--- config.mk ---
export PLATFORM = sky130hd
export DESIGN_NAME = cpu_ctrl
export DESIGN_NICKNAME = d
export VERILOG_FILES = /design/src/hdl/cpu_ctrl_pkg.sv /design/src/hdl/cmd_issue.sv /design/src/hdl/cpu_ctrl.sv /design/src/hdl/first_byte_dec.sv /design/src/hdl/imm_fill.sv /design/src/hdl/phase_seq.sv /design/src/hdl/second_byte_dec.sv
export SDC_FILE = /design/constraint.sdc
export NUM_CORES = 1
export LEC_CHECK = 0
export BUFFER_PORTS_ARGS = -buffer_cell sky130_fd_sc_hd__buf_2
export CORE_ASPECT_RATIO = 1.1
export CORE_UTILIZATION = 50
export CTS_CLUSTER_SIZE = 14
export DETAILED_ROUTE_END_ITERATION = 10
export HOLD_SLACK_MARGIN = 0.08
export PLACE_DENSITY = 0.75
export SLEW_MARGIN = 5
export SYNTH_ARGS = -nofsm -noshare
export SYNTH_HDL_FRONTEND = slang
export SYNTH_SLANG_ARGS = --single-unit
--- constraint.sdc ---
create_clock -name clk -period 3.4 [get_ports clk]
set_input_delay 0.34 -clock clk [delete_from_list [all_inputs] [get_ports clk]]
set_output_delay 0.34 -clock clk [all_outputs]
set_load 0.05 [all_outputs]
--- src/hdl/cpu_ctrl_pkg.sv ---
// cpu controller shared definitions
package cpu_ctrl_pkg;

    localparam int OP_W    = 32;               // opcode window, byte 0 in the low byte
    localparam int REG_W   = 8;                // register code
    localparam int WE_W    = 3;                // one-hot byte, word, long
    localparam int FETCH_W = 2;                // consumed byte count

    localparam logic [3:0] REG_BANK_CUR = 4'hE; // current bank
    localparam logic [3:0] REG_BANK_ALT = 4'hF; // alternate registers

    typedef enum logic [1:0] {
        PH_FETCH,
        PH_EXEC,
        PH_FILL
    } phase_t;

    typedef enum logic [5:0] {
        ALU_NOP,
        ALU_MOVE,
        ALU_ADD,
        ALU_ADC,
        ALU_SUB,
        ALU_SBC,
        ALU_AND,
        ALU_OR,
        ALU_CPL,
        ALU_CCF
    } alu_op_t;

    // immediate bytes still to come
    typedef enum logic [1:0] {
        FILL_WORD,                             // one byte
        FILL_LONG,                             // three bytes
        FILL_ADDR24                            // two bytes
    } fill_t;

    function automatic logic [WE_W-1:0] expand_zz(input logic [1:0] zz);
        return (zz == 2'd0) ? 3'b001 : (zz == 2'd1) ? 3'b010 : 3'b100;
    endfunction

    function automatic logic [REG_W-1:0] expand_reg(input logic [2:0] r, input logic [1:0] zz);
        if (zz == 2'd0)
            return {REG_BANK_CUR, r[2:1], 1'b0, ~r[0]};
        return {(r[2] ? REG_BANK_ALT : REG_BANK_CUR), r[1:0], 2'b00};
    endfunction

endpackage

--- src/hdl/cmd_issue.sv ---
// command output registers
`timescale 1ns/1ps

module cmd_issue import cpu_ctrl_pkg::*; (
    input  logic             clk,
    input  logic             rst,
    input  logic             fetch_go,
    input  logic             exec_go,
    input  logic             fill_go,
    input  logic [WE_W-1:0]  fb_we,
    input  logic [REG_W-1:0] fb_dst,
    input  alu_op_t          fb_alu_op,
    input  logic [OP_W-1:0]  fb_imm,
    input  logic             fb_smux,
    input  logic             fb_flag_we,
    input  logic             fb_inc_rfp,
    input  logic             fb_dec_rfp,
    input  logic [WE_W-1:0]  sb_we,
    input  logic [REG_W-1:0] sb_dst,
    input  logic [REG_W-1:0] sb_src,
    input  alu_op_t          sb_alu_op,
    input  logic [OP_W-1:0]  sb_imm,
    input  logic             sb_smux,
    input  logic [OP_W-1:0]  fl_imm,
    input  logic [WE_W-1:0]  fl_we,
    input  logic             fl_pc_we,
    output logic [WE_W-1:0]  regs_we,
    output logic [REG_W-1:0] regs_dst,
    output logic [REG_W-1:0] regs_src,
    output alu_op_t          alu_op,
    output logic [OP_W-1:0]  alu_imm,
    output logic             alu_smux,
    output logic             flag_we,
    output logic             inc_rfp,
    output logic             dec_rfp,
    output logic             pc_we
);

    always_ff @(posedge clk or posedge rst) begin
        if (rst) begin
            regs_we  <= '0;
            regs_dst <= '0;
            regs_src <= '0;
            alu_op   <= ALU_NOP;
            alu_imm  <= '0;
            alu_smux <= 1'b0;
            flag_we  <= 1'b0;
            inc_rfp  <= 1'b0;
            dec_rfp  <= 1'b0;
            pc_we    <= 1'b0;
        end else begin
            regs_we <= fetch_go ? fb_we : exec_go ? sb_we : fill_go ? fl_we : '0;
            flag_we <= fetch_go && fb_flag_we; // pulses last one cycle
            inc_rfp <= fetch_go && fb_inc_rfp;
            dec_rfp <= fetch_go && fb_dec_rfp;
            pc_we   <= fill_go && fl_pc_we;
            if (fetch_go) begin
                regs_dst <= fb_dst;
                alu_op   <= fb_alu_op;
                alu_imm  <= fb_imm;
                alu_smux <= fb_smux;
            end else if (exec_go) begin
                regs_dst <= sb_dst;
                regs_src <= sb_src;        // only the second byte names a source
                alu_op   <= sb_alu_op;
                alu_imm  <= sb_imm;
                alu_smux <= sb_smux;
            end else if (fill_go) begin
                alu_imm  <= fl_imm;        // upper bytes joined to the low byte
            end
        end
    end

endmodule

--- src/hdl/cpu_ctrl.sv ---
// instruction sequencing controller top
`timescale 1ns/1ps

module cpu_ctrl import cpu_ctrl_pkg::*; (
    input  logic               clk,
    input  logic               rst,
    input  logic [OP_W-1:0]    op,
    input  logic               op_ok,
    output logic [FETCH_W-1:0] fetched,
    output logic [WE_W-1:0]    regs_we,
    output logic [REG_W-1:0]   regs_dst,
    output logic [REG_W-1:0]   regs_src,
    output alu_op_t            alu_op,
    output logic [OP_W-1:0]    alu_imm,
    output logic               alu_smux,
    output logic               flag_we,
    output logic               inc_rfp,
    output logic               dec_rfp,
    output logic               pc_we
);

    logic fetch_go, exec_go, fill_go;
    logic fb_go_fill;

    logic [FETCH_W-1:0] fb_fetched, sb_fetched, fl_fetched;
    phase_t             fb_next, sb_next;
    logic [WE_W-1:0]    fb_we, sb_we, fl_we, fill_we, sb_fill_we;
    logic [REG_W-1:0]   fb_dst, sb_dst, sb_src, pre_reg;
    alu_op_t            fb_alu_op, sb_alu_op;
    logic [OP_W-1:0]    fb_imm, sb_imm, fl_imm;
    logic               fb_smux, sb_smux;
    logic               fb_flag_we, fb_inc_rfp, fb_dec_rfp;
    logic               fill_req, fill_pc, sb_fill_req, fl_pc_we;
    fill_t              fill_kind, sb_fill_kind;
    logic [1:0]         pre_zz;

    assign fb_go_fill = fetch_go && fill_req;

    first_byte_dec u_first (
        .clk, .rst, .op, .fetch_go,
        .fb_fetched, .fb_next, .fb_we, .fb_dst, .fb_alu_op, .fb_imm, .fb_smux,
        .fb_flag_we, .fb_inc_rfp, .fb_dec_rfp,
        .fill_req, .fill_kind, .fill_we, .fill_pc, .pre_zz, .pre_reg
    );

    second_byte_dec u_second (
        .op, .pre_zz, .pre_reg,
        .sb_fetched, .sb_next, .sb_we, .sb_dst, .sb_src, .sb_alu_op, .sb_imm,
        .sb_smux, .sb_fill_req, .sb_fill_kind, .sb_fill_we
    );

    imm_fill u_fill (
        .clk, .rst, .op, .fb_go_fill, .exec_go,
        .fill_req, .fill_kind, .fill_we, .fill_pc,
        .sb_fill_req, .sb_fill_kind, .sb_fill_we,
        .imm_lo(alu_imm[7:0]),
        .fl_fetched, .fl_imm, .fl_we, .fl_pc_we
    );

    phase_seq u_phase (
        .clk, .rst, .op_ok, .fb_fetched, .sb_fetched, .fl_fetched,
        .fb_next, .sb_next, .fetched, .fetch_go, .exec_go, .fill_go
    );

    cmd_issue u_issue (
        .clk, .rst, .fetch_go, .exec_go, .fill_go,
        .fb_we, .fb_dst, .fb_alu_op, .fb_imm, .fb_smux,
        .fb_flag_we, .fb_inc_rfp, .fb_dec_rfp,
        .sb_we, .sb_dst, .sb_src, .sb_alu_op, .sb_imm, .sb_smux,
        .fl_imm, .fl_we, .fl_pc_we,
        .regs_we, .regs_dst, .regs_src, .alu_op, .alu_imm, .alu_smux,
        .flag_we, .inc_rfp, .dec_rfp, .pc_we
    );

endmodule

--- src/hdl/first_byte_dec.sv ---
// first opcode byte decoder
`timescale 1ns/1ps

module first_byte_dec import cpu_ctrl_pkg::*; (
    input  logic               clk,
    input  logic               rst,
    input  logic [OP_W-1:0]    op,
    input  logic               fetch_go,
    output logic [FETCH_W-1:0] fb_fetched,
    output phase_t             fb_next,
    output logic [WE_W-1:0]    fb_we,
    output logic [REG_W-1:0]   fb_dst,
    output alu_op_t            fb_alu_op,
    output logic [OP_W-1:0]    fb_imm,
    output logic               fb_smux,
    output logic               fb_flag_we,
    output logic               fb_inc_rfp,
    output logic               fb_dec_rfp,
    output logic               fill_req,
    output fill_t              fill_kind,
    output logic [WE_W-1:0]    fill_we,
    output logic               fill_pc,
    output logic [1:0]         pre_zz,
    output logic [REG_W-1:0]   pre_reg
);

    logic [1:0]       ld_zz;     // size of LD R,# from bits 6..4
    logic             is_prefix;
    logic [REG_W-1:0] nx_reg;

    assign ld_zz = (op[6:4] == 3'd2) ? 2'd0 : (op[6:4] == 3'd3) ? 2'd1 : 2'd2;

    always_comb begin
        fb_fetched = 2'd1;                     // unsupported bytes still consume one
        fb_next    = PH_FETCH;
        fb_we      = '0;
        fb_dst     = '0;
        fb_alu_op  = ALU_NOP;
        fb_imm     = '0;
        fb_smux    = 1'b0;
        fb_flag_we = 1'b0;
        fb_inc_rfp = 1'b0;
        fb_dec_rfp = 1'b0;
        fill_req   = 1'b0;
        fill_kind  = FILL_WORD;
        fill_we    = '0;
        fill_pc    = 1'b0;
        is_prefix  = 1'b0;
        nx_reg     = expand_reg(op[2:0], op[5:4]);
        casez (op[7:0])
            8'h00: fb_fetched = 2'd1;          // nop
            8'h12: begin                       // ccf
                fb_alu_op  = ALU_CCF;
                fb_flag_we = 1'b1;
            end
            8'h0c: fb_inc_rfp = 1'b1;          // incf
            8'h0d: fb_dec_rfp = 1'b1;          // decf
            8'b0010_0???, 8'b0011_0???, 8'b0100_0???: begin // LD R,#
                fb_fetched = 2'd2;
                fb_dst     = expand_reg(op[2:0], ld_zz);
                fb_alu_op  = ALU_MOVE;
                fb_imm     = {24'd0, op[15:8]};
                fb_smux    = 1'b1;
                if (ld_zz == 2'd0) begin
                    fb_we = expand_zz(ld_zz);
                end else begin
                    fill_req  = 1'b1;          // rest of the immediate follows
                    fill_kind = (ld_zz == 2'd1) ? FILL_WORD : FILL_LONG;
                    fill_we   = expand_zz(ld_zz);
                    fb_next   = PH_FILL;
                end
            end
            8'b0001_101?: begin                // jp #16 / #24
                fb_fetched = 2'd2;
                fb_imm     = {24'd0, op[15:8]};
                fill_req   = 1'b1;
                fill_kind  = op[0] ? FILL_ADDR24 : FILL_WORD;
                fill_pc    = 1'b1;
                fb_next    = PH_FILL;
            end
            8'b11??_1???: begin                // prefix with short register
                if (op[5:4] != 2'b11) begin
                    is_prefix = 1'b1;
                    fb_dst    = nx_reg;
                    fb_next   = PH_EXEC;
                end
            end
            8'b11??_0111: begin                // prefix with extended register code
                if (op[5:4] != 2'b11) begin
                    is_prefix  = 1'b1;
                    nx_reg     = op[15:8];
                    fb_dst     = nx_reg;
                    fb_fetched = 2'd2;
                    fb_next    = PH_EXEC;
                end
            end
            default: fb_fetched = 2'd1;
        endcase
    end

    always_ff @(posedge clk or posedge rst) begin
        if (rst) begin
            pre_zz  <= 2'd0;
            pre_reg <= '0;
        end else if (fetch_go && is_prefix) begin
            pre_zz  <= op[5:4];
            pre_reg <= nx_reg;                 // operand for the second byte
        end
    end

endmodule

--- src/hdl/imm_fill.sv ---
// immediate fill stage
`timescale 1ns/1ps

module imm_fill import cpu_ctrl_pkg::*; (
    input  logic               clk,
    input  logic               rst,
    input  logic [OP_W-1:0]    op,
    input  logic               fb_go_fill,
    input  logic               exec_go,
    input  logic               fill_req,
    input  fill_t              fill_kind,
    input  logic [WE_W-1:0]    fill_we,
    input  logic               fill_pc,
    input  logic               sb_fill_req,
    input  fill_t              sb_fill_kind,
    input  logic [WE_W-1:0]    sb_fill_we,
    input  logic [7:0]         imm_lo,
    output logic [FETCH_W-1:0] fl_fetched,
    output logic [OP_W-1:0]    fl_imm,
    output logic [WE_W-1:0]    fl_we,
    output logic               fl_pc_we
);

    fill_t           kind_q;
    logic [WE_W-1:0] we_q;                     // pending register write
    logic            pc_q;                     // pending jump

    always_ff @(posedge clk or posedge rst) begin
        if (rst) begin
            kind_q <= FILL_WORD;
            we_q   <= '0;
            pc_q   <= 1'b0;
        end else if (fb_go_fill && fill_req) begin
            kind_q <= fill_kind;
            we_q   <= fill_we;
            pc_q   <= fill_pc;
        end else if (exec_go && sb_fill_req) begin
            kind_q <= sb_fill_kind;
            we_q   <= sb_fill_we;
            pc_q   <= 1'b0;
        end
    end

    // low byte already sits in alu_imm
    always_comb begin
        case (kind_q)
            FILL_LONG: begin
                fl_fetched = 2'd3;
                fl_imm     = {op[23:0], imm_lo};
            end
            FILL_ADDR24: begin
                fl_fetched = 2'd2;
                fl_imm     = {8'd0, op[15:0], imm_lo};
            end
            default: begin
                fl_fetched = 2'd1;
                fl_imm     = {16'd0, op[7:0], imm_lo};
            end
        endcase
    end

    assign fl_we    = we_q;
    assign fl_pc_we = pc_q;

endmodule

--- src/hdl/phase_seq.sv ---
// phase sequencer
`timescale 1ns/1ps

module phase_seq import cpu_ctrl_pkg::*; (
    input  logic               clk,
    input  logic               rst,
    input  logic               op_ok,
    input  logic [FETCH_W-1:0] fb_fetched,
    input  logic [FETCH_W-1:0] sb_fetched,
    input  logic [FETCH_W-1:0] fl_fetched,
    input  phase_t             fb_next,
    input  phase_t             sb_next,
    output logic [FETCH_W-1:0] fetched,
    output logic               fetch_go,
    output logic               exec_go,
    output logic               fill_go
);

    phase_t             phase;
    phase_t             nx_phase;
    logic               refill_wait;           // window is stale for one cycle
    logic               step;
    logic [FETCH_W-1:0] sel_fetched;

    assign step = op_ok && !refill_wait;

    always_comb begin
        case (phase)
            PH_EXEC: begin
                sel_fetched = sb_fetched;
                nx_phase    = sb_next;
            end
            PH_FILL: begin
                sel_fetched = fl_fetched;
                nx_phase    = PH_FETCH;
            end
            default: begin
                sel_fetched = fb_fetched;
                nx_phase    = fb_next;
            end
        endcase
    end

    assign fetched  = step ? sel_fetched : '0;
    assign fetch_go = step && (phase != PH_EXEC) && (phase != PH_FILL);
    assign exec_go  = step && (phase == PH_EXEC);
    assign fill_go  = step && (phase == PH_FILL);

    always_ff @(posedge clk or posedge rst) begin
        if (rst) begin
            phase       <= PH_FETCH;
            refill_wait <= 1'b0;
        end else begin
            refill_wait <= (fetched != '0);
            if (step)
                phase <= nx_phase;
        end
    end

endmodule

--- src/hdl/second_byte_dec.sv ---
// second byte decoder for prefixed instructions
`timescale 1ns/1ps

module second_byte_dec import cpu_ctrl_pkg::*; (
    input  logic [OP_W-1:0]    op,
    input  logic [1:0]         pre_zz,
    input  logic [REG_W-1:0]   pre_reg,
    output logic [FETCH_W-1:0] sb_fetched,
    output phase_t             sb_next,
    output logic [WE_W-1:0]    sb_we,
    output logic [REG_W-1:0]   sb_dst,
    output logic [REG_W-1:0]   sb_src,
    output alu_op_t            sb_alu_op,
    output logic [OP_W-1:0]    sb_imm,
    output logic               sb_smux,
    output logic               sb_fill_req,
    output fill_t              sb_fill_kind,
    output logic [WE_W-1:0]    sb_fill_we
);

    logic [WE_W-1:0]  size_we;
    logic [REG_W-1:0] big_r;                   // R from byte 0

    assign size_we = expand_zz(pre_zz);
    assign big_r   = expand_reg(op[2:0], pre_zz);

    always_comb begin
        sb_fetched   = 2'd1;
        sb_next      = PH_FETCH;
        sb_we        = '0;
        sb_dst       = pre_reg;
        sb_src       = pre_reg;
        sb_alu_op    = ALU_NOP;
        sb_imm       = '0;
        sb_smux      = 1'b0;
        sb_fill_req  = 1'b0;
        sb_fill_kind = FILL_WORD;
        sb_fill_we   = '0;
        casez (op[7:0])
            8'b1000_1???: begin                // LD R,r
                sb_dst    = big_r;
                sb_alu_op = ALU_MOVE;
                sb_we     = size_we;
            end
            8'b1001_1???: begin                // LD r,R
                sb_src    = big_r;
                sb_alu_op = ALU_MOVE;
                sb_we     = size_we;
            end
            8'b1000_0???, 8'b1001_0???, 8'b1010_0???,
            8'b1100_0???, 8'b1110_0???: begin  // R,r arithmetic
                sb_dst    = big_r;
                sb_we     = size_we;
                case (op[7:4])
                    4'h8:    sb_alu_op = ALU_ADD;
                    4'h9:    sb_alu_op = ALU_ADC;
                    4'ha:    sb_alu_op = ALU_SUB;
                    4'hc:    sb_alu_op = ALU_AND;
                    default: sb_alu_op = ALU_OR;
                endcase
            end
            8'h06: begin                       // cpl r
                sb_alu_op = ALU_CPL;
                sb_we     = size_we;
            end
            8'hc8, 8'hc9, 8'hca, 8'hcb, 8'hcc, 8'hce: begin // r,# arithmetic
                sb_fetched = 2'd2;
                sb_smux    = 1'b1;
                sb_imm     = {24'd0, op[15:8]};
                case (op[2:0])
                    3'd0:    sb_alu_op = ALU_ADD;
                    3'd1:    sb_alu_op = ALU_ADC;
                    3'd2:    sb_alu_op = ALU_SUB;
                    3'd3:    sb_alu_op = ALU_SBC;
                    3'd4:    sb_alu_op = ALU_AND;
                    default: sb_alu_op = ALU_OR;
                endcase
                if (pre_zz == 2'd0) begin
                    sb_we = size_we;
                end else begin
                    sb_fill_req  = 1'b1;       // write waits for the upper bytes
                    sb_fill_kind = (pre_zz == 2'd1) ? FILL_WORD : FILL_LONG;
                    sb_fill_we   = size_we;
                    sb_next      = PH_FILL;
                end
            end
            default: sb_fetched = 2'd1;        // skip, back to fetch
        endcase
    end

endmodule

==> results of run 1 <==
-- worst min path at each step --
stage,to,cells past startpoint
after floorplan,u_fill.fl_pc_we,1
after global placement,u_issue.regs_src[4],2
after detailed placement,u_issue.regs_src[4],2
after CTS,u_issue.alu_imm[30],2
after global routing,u_issue.alu_imm[28],2
final,u_issue.alu_imm[30],2
-- synth_stat cells (2+ instances only) --
master	count	share of area
a21oi_1	36	0.044
nand4_1	2	0.0031
ha_1	5	0.015
a31oi_1	11	0.017
inv_2	2	0.0018
nor3_1	7	0.0086
nor4_1	3	0.0046
nor3b_1	2	0.0037
and2_1	2	0.0031
nand2b_1	2	0.0031
o21ai_1	6	0.0074
buf_4	9	0.017
o21ai_0	24	0.030
a21oi_2	4	0.0086
buf_2	10	0.012
a32oi_1	2	0.0043
clkbuf_1	8	0.0074
mux2i_1	6	0.015
a21o_1	5	0.0092
o21ai_2	2	0.0043
nor3b_4	2	0.0092
nor3_2	2	0.0049
a22o_1	28	0.060
o22ai_1	3	0.0046
nand3_1	8	0.0098
a32o_1	3	0.0074
dfrtp_1	78	0.48
nor2b_1	4	0.0061
nand2_1	51	0.047
nand3b_1	5	0.0092
buf_6	3	0.0083
inv_1	12	0.011
nor2_1	31	0.029
and3_1	4	0.0061
and3b_1	2	0.0043
-- per-layer routing --
| layer | vias to the layer above | wire (µm) |
|---|---|---|
| li1 | 1655 | - |
| met1 | 1681 | 4490 |
| met2 | 139 | 4890 |
| met3 | 20 | 681 |
| met4 | 0 | 230 |
| met5 | - | 0 |
-- through the flow --
step / setup slack [ps] / instances
after floorplan: 1060 / 419
after global placement: 1060 / 589
after detailed placement: 976 / 589
after CTS: 754 / 605
after global routing: 605 / 605
final: 743 / 605
-- power groups by stage --
stage,logic [mW],registers (mW),clock network [mW]
6_report,0.963,1.20,0.805
2_1_floorplan,0.388,1.55,0
4_1_cts,0.964,1.19,0.809
3_3_place_gp,0.944,1.20,0
3_5_place_dp,0.961,1.21,0
5_1_grt,1.04,1.22,0.847
-- area by class of cell --
type | count | share of cell area
Multi-Input combinational cell | 296 | 0.398
Tap cell | 108 | 0.0286
Clock inverter | 6 | 0.0193
Inverter | 14 | 0.0111
Timing Repair Buffer | 93 | 0.101
Sequential cell | 78 | 0.413
Clock buffer | 10 | 0.0291
-- cell families after synthesis --
logic type | count (synthesis) | synth area share
and+or+nand+nor | 142 | 0.192
AOI/OAI and AO/OA | 137 | 0.228
DFF | 78 | 0.480
buffers and inverters | 45 | 0.0584
muxes | 8 | 0.0203
adders and majority gates | 7 | 0.0206
other | 1 | 0.000922
-- critical path: stages, from the launching register on --
cell and delay (ps):
dfrtp_1 410, inv_1 70, ha_1 430, inv_2 170
a31oi_1 250, o21ai_0 130, a21oi_1 190, buf_2 300
==> flow_summary.json, run 1 <==
{
  "die_area_um2": 8500,
  "power_switching_mw": 1.19,
  "numCtsBuffers": 9,
  "drive_gt1_frac": 0.272,
  "powerDensity_nw_per_um2": 627,
  "area_delta_synth_final_pct": 16.2,
  "crit_required_ps": 3060,
  "hold_buffers": 0,
  "yosysUniqueCellTypes": 69,
  "viasPerCell": 5.78,
  "cts_tree": "yes",
  "status": "finished, final reports clean",
  "chipHeight_um": 96.6,
  "rsz0062_at_grt": "no",
  "min_from": "op[22]",
  "critPathMaxFanout": 9,
  "synth-seq-area-share": 0.480,
  "root_buffer": "clkbuf_8",
  "first_pass_iters": 5,
  "cts_setup_buffers": 0,
  "critPathLaunch": "u_phase.phase[1]",
  "ys_warn_count": 0,
  "grt_pass1_wl_um": 16600,
  "p_int_mw": 1.77,
  "clk_pin_slew_ps": 100,
  "reg2reg_setup_slack_ps": 970,
  "cts_buffer_depth": 2,
  "setup_viol": 0,
  "syn-cell-area_um2": 4070,
  "placed_area_um2": 4500,
  "antenna_found_initial": 0,
  "reg2reg_depth": 6,
  "rr_startpoint": "u_phase.phase[0]",
  "crit_end": "fetched[0]",
  "grt_most_used_layer": "met2",
  "p_leak_nw": 2.34,
  "synth-seq-cells": 78,
  "io_buffers": 88,
  "drv_cap": 0,
  "cts.sinks": 78,
  "ant_nets": 0,
  "grt_use_met1": 0.346,
  "clkLatencyLatePin_ps": 370,
  "largest_reg_flops": 32,
  "overflow": 0,
  "seq_area_um2": 1950,
  "endpoint_kind": "output port",
  "synth_edf_count": 0,
  "coreArea_um2": 7910,
  "multi_input_area_um2": 1880,
  "synth_cells": 418,
  "power_frac_comb": 0.325,
  "switching_share": 0.402,
  "wirelength_um": 10300,
  "arrival_ps": 2320,
  "wl_per_cell_um": 17.0,
  "use_met2": 0.400,
  "final_cell_mix": "buf_2, dfrtp_1, nand2_1",
  "design_area_um2": 4730,
  "largest_register": "u_issue.alu_imm",
  "crit-reg2reg-capture": "u_issue.alu_imm[22]",
  "row_count": 34,
  "initialDrtViolationCount": 240,
  "final_common_cell": "buf_2",
  "die_x_um": 88.0,
  "relSlewSlack": 0.255,
  "layout_min_cycle_time_ps": 2660,
  "fin_util": 0.598,
  "nets": 532,
  "htreeDepth": 3,
  "clockPowerShare": 0.271,
  "p_seq_frac": 0.404,
  "report.final.slew_viol_count": 0,
  "synthFlopType": "dfrtp_1",
  "grtUsageTotal": 0.253,
  "cts.repair.resized": 0,
  "ios": 99,
  "worstMarginPinSlew_ps": 1120,
  "grt_pass1_vias": 3292,
  "setup_tns_ps": 0,
  "use_met3": 0.0435,
  "vias": 3495,
  "gp_congestion": 0.876,
  "hold_path_class": "input pin to register",
  "critPathKind": "register to output port",
  "period_share": 0.781,
  "diodes": 0,
  "synth.avg_cell_area_um2": 9.73,
  "nFillCells": 713,
  "initial_core_util": 0.514,
  "async_flop_share": 1.00,
  "grt_max_degree": 54,
  "start_kind": "register",
  "hold_violations": 0,
  "whs_ps": 191,
  "total_power_mw": 2.96,
  "fmax_mhz": 376,
  "ir_worst_vdd_uv": 267,
  "hpwl_um": 7020,
  "finClkSkew_ps": 21.4,
  "drt_drc_violations_left": 0
}
No activity file was read; power rests on OpenSTA's default activity.
==> inputs of run 2 (changes only) <==
--- a/config.mk
+++ b/config.mk
@@ -5,6 +5,7 @@
 export SDC_FILE = /design/constraint.sdc
 export NUM_CORES = 1
 export LEC_CHECK = 0
+export ABC_AREA = 1
 export BUFFER_PORTS_ARGS = -buffer_cell sky130_fd_sc_hd__buf_2
 export CORE_ASPECT_RATIO = 1.1
 export CORE_UTILIZATION = 50
==> constraint.sdc (replaced) <==
create_clock -name clk -period 2.6 [get_ports clk]
set_input_delay 0.26 -clock clk [delete_from_list [all_inputs] [get_ports clk]]
set_output_delay 0.26 -clock clk [all_outputs]
set_load 0.05 [all_outputs]
==> flow_summary.json, run 2 <==
{
  "status": "finished, final reports clean",
  "hpwl_um": 7780,
  "area_delta_synth_final_pct": 17.2,
  "drv_cap": 0,
  "design_area_um2": 4770,
  "cts_buffer_depth": 2,
  "ios": 99,
  "die_area_um2": 8500,
  "arrival_ps": 2520,
  "first_pass_iters": 6,
  "synth-seq-area-share": 0.480,
  "ys_warn_count": 0,
  "initial_core_util": 0.514,
  "p_leak_nw": 2.60,
  "clk_pin_slew_ps": 80,
  "fmax_mhz": 446,
  "final_cell_mix": "nand2_1, buf_2, dfrtp_1",
  "grt_max_degree": 31,
  "synth_edf_count": 0,
  "viasPerCell": 5.34,
  "async_flop_share": 1.00,
  "crit-reg2reg-capture": "u_issue.alu_imm[1]",
  "overflow": 0,
  "setup_viol": 0,
  "numCtsBuffers": 9,
  "powerDensity_nw_per_um2": 934,
  "grt_pass1_vias": 3524,
  "htreeDepth": 3,
  "dp_slack_ps": 285,
  "synth_cells": 513,
  "synth_area_leaders": "dfrtp_1, nand2_1, nand3_1, inv_1, o21ai_0",
  "chipHeight_um": 96.6,
  "hold_path_class": "input pin to register",
  "drive_gt1_frac": 0.227,
  "largest_register": "u_issue.alu_imm",
  "largest_reg_flops": 32,
  "placed_area_um2": 4560,
  "hold_violations": 0,
  "period_share": 0.862,
  "clkLatencyLatePin_ps": 350,
  "start_kind": "register",
  "gp_congestion": 1.01,
  "synth.most_common_cell": "nand2_1",
  "critPathMaxFanout": 20,
  "die_x_um": 88.0,
  "antenna_found_initial": 0,
  "endpoint_kind": "register",
  "finClkSkew_ps": 12.4,
  "ys_top_cells_by_count": "nand2_1, dfrtp_1, nand3_1, inv_1, o21ai_0",
  "cts.repair.resized": 0,
  "synth.avg_cell_area_um2": 7.92,
  "io_buffers": 88,
  "initialDrtViolationCount": 254,
  "crit_required_ps": 2880,
  "root_buffer": "clkbuf_8",
  "cts_tree": "yes",
  "final_common_cell": "nand2_1",
  "rr_startpoint": "u_phase.phase[1]",
  "setup_tns_ps": 0,
  "whs_path_depth": 3,
  "drt_drc_violations_left": 0,
  "report.final.slew_viol_count": 0,
  "wl_per_cell_um": 14.7,
  "worstMarginPinSlew_ps": 639,
  "critPathKind": "register to register",
  "synth-seq-cells": 78,
  "seq_area_um2": 1950,
  "reg2reg_depth": 10,
  "syn-cell-area_um2": 4070,
  "vias": 3800,
  "setup_slack_ps": 359,
  "coreArea_um2": 7910,
  "relSlewSlack": 0.573,
  "synth_top_area_cell": "dfrtp_1",
  "synthFlopType": "dfrtp_1",
  "nets": 639,
  "holdPathEnd": "u_issue.alu_imm[2]",
  "yosysUniqueCellTypes": 35,
  "wirelength_um": 10400,
  "post-synth-top-area-fraction": 0.480,
  "ant_nets": 0,
  "reg2reg_setup_slack_ps": 360,
  "diodes": 0,
  "multi_input_area_um2": 1770,
  "ir_worst_vdd_uv": 457,
  "grt_pass1_wl_um": 16800,
  "min_from": "op[10]",
  "grtUsageTotal": 0.260,
  "cts.sinks": 78,
  "nFillCells": 780,
  "rsz0062_at_grt": "no",
  "layout_min_cycle_time_ps": 2240,
  "row_count": 34
}
==> run 2: cell count changes in the layout (fill, tap and decap cells not counted), moves of 6 or more <==
cell	change
nand2_1	+106
nand3_1	+46
inv_1	+38
a22o_1	-28
a21oi_1	-25
a31oi_1	-9
o21ai_0	+8
nor2_1	-7
mux2i_1	-6
nand4_1	+6
==> run 2: layout make-up <==
class	instances	area share
timing repair buffer	97	0.107
sequential	78	0.410
multi-input combinational	357	0.371
clock buffer	11	0.0297
clock inverter	4	0.00998
inverter	56	0.0441
tap	108	0.0284
==> run 2: worst max-delay path, stage by stage (launching register included) <==
cell and delay, ps:
dfrtp_1 360, inv_1 60, ha_1 190, inv_1 330, nand3_1 190, inv_1 250
nor2_4 100, inv_2 270, buf_4 260, nand3_1 100, nand2_1 70
==> run 2: routing by layer <==
| metal | global-route usage | part of all wire | vias up | wire length, µm |
|---|---|---|---|---|
| met2 | 0.415 | 0.45 | 129 | 4700 |
| met5 | 0 | 0 | - | 0 |
| li1 | - | - | 1846 | - |
| met3 | 0.0416 | 0.062 | 16 | 643 |
| met4 | 0.0997 | 0.019 | 0 | 194 |
| met1 | 0.355 | 0.47 | 1809 | 4890 |
==> run 2: worst max path at each step <==
stage,start,end
finish,u_phase.phase[1],u_issue.alu_imm[1]
detailed placement,u_phase.phase[1],u_issue.alu_imm[0]
global placement,u_phase.phase[1],u_issue.alu_imm[2]
CTS,u_phase.phase[1],u_issue.alu_imm[1]
floorplan,rst,u_fill.fl_pc_we
global route,u_phase.phase[1],u_issue.alu_imm[3]
==> run 2: per-stage QoR <==
stage / power [mW] / util / hold WS [ps] / cells
detailed placement: 3.57 / 0.576 / 389 / 694
CTS: 4.46 / 0.601 / 132 / 710
global placement: 3.53 / 0.576 / 384 / 694
floorplan: 3.11 / - / 387 / 514
finish: 4.45 / 0.602 / 139 / 711
global route: 4.69 / 0.602 / 172 / 711
==> run 2: what timing repair did <==
item / in CTS / in global routing
hold endpoints to repair: 28 / 0
endpoints found under the setup margin: 0 / 1
setup buffers: 0 / 1
hold buffers: 1 / 0
==> run 2: cells by family after synthesis <==
family	count (synthesis)	synth area share
compound gates	78	0.115
fa+ha+maj	5	0.0154
buf+inv	79	0.0856
flops	78	0.480
other cells	1	0.000922
simple gates	272	0.303
==> run 2: power by group <==
group,leakage (nW),switching [mW],internal (mW)
registers,1.01,0.164,1.50
clock network,0.0952,0.430,0.462
logic,1.50,1.44,0.451
total,2.60,2.04,2.41
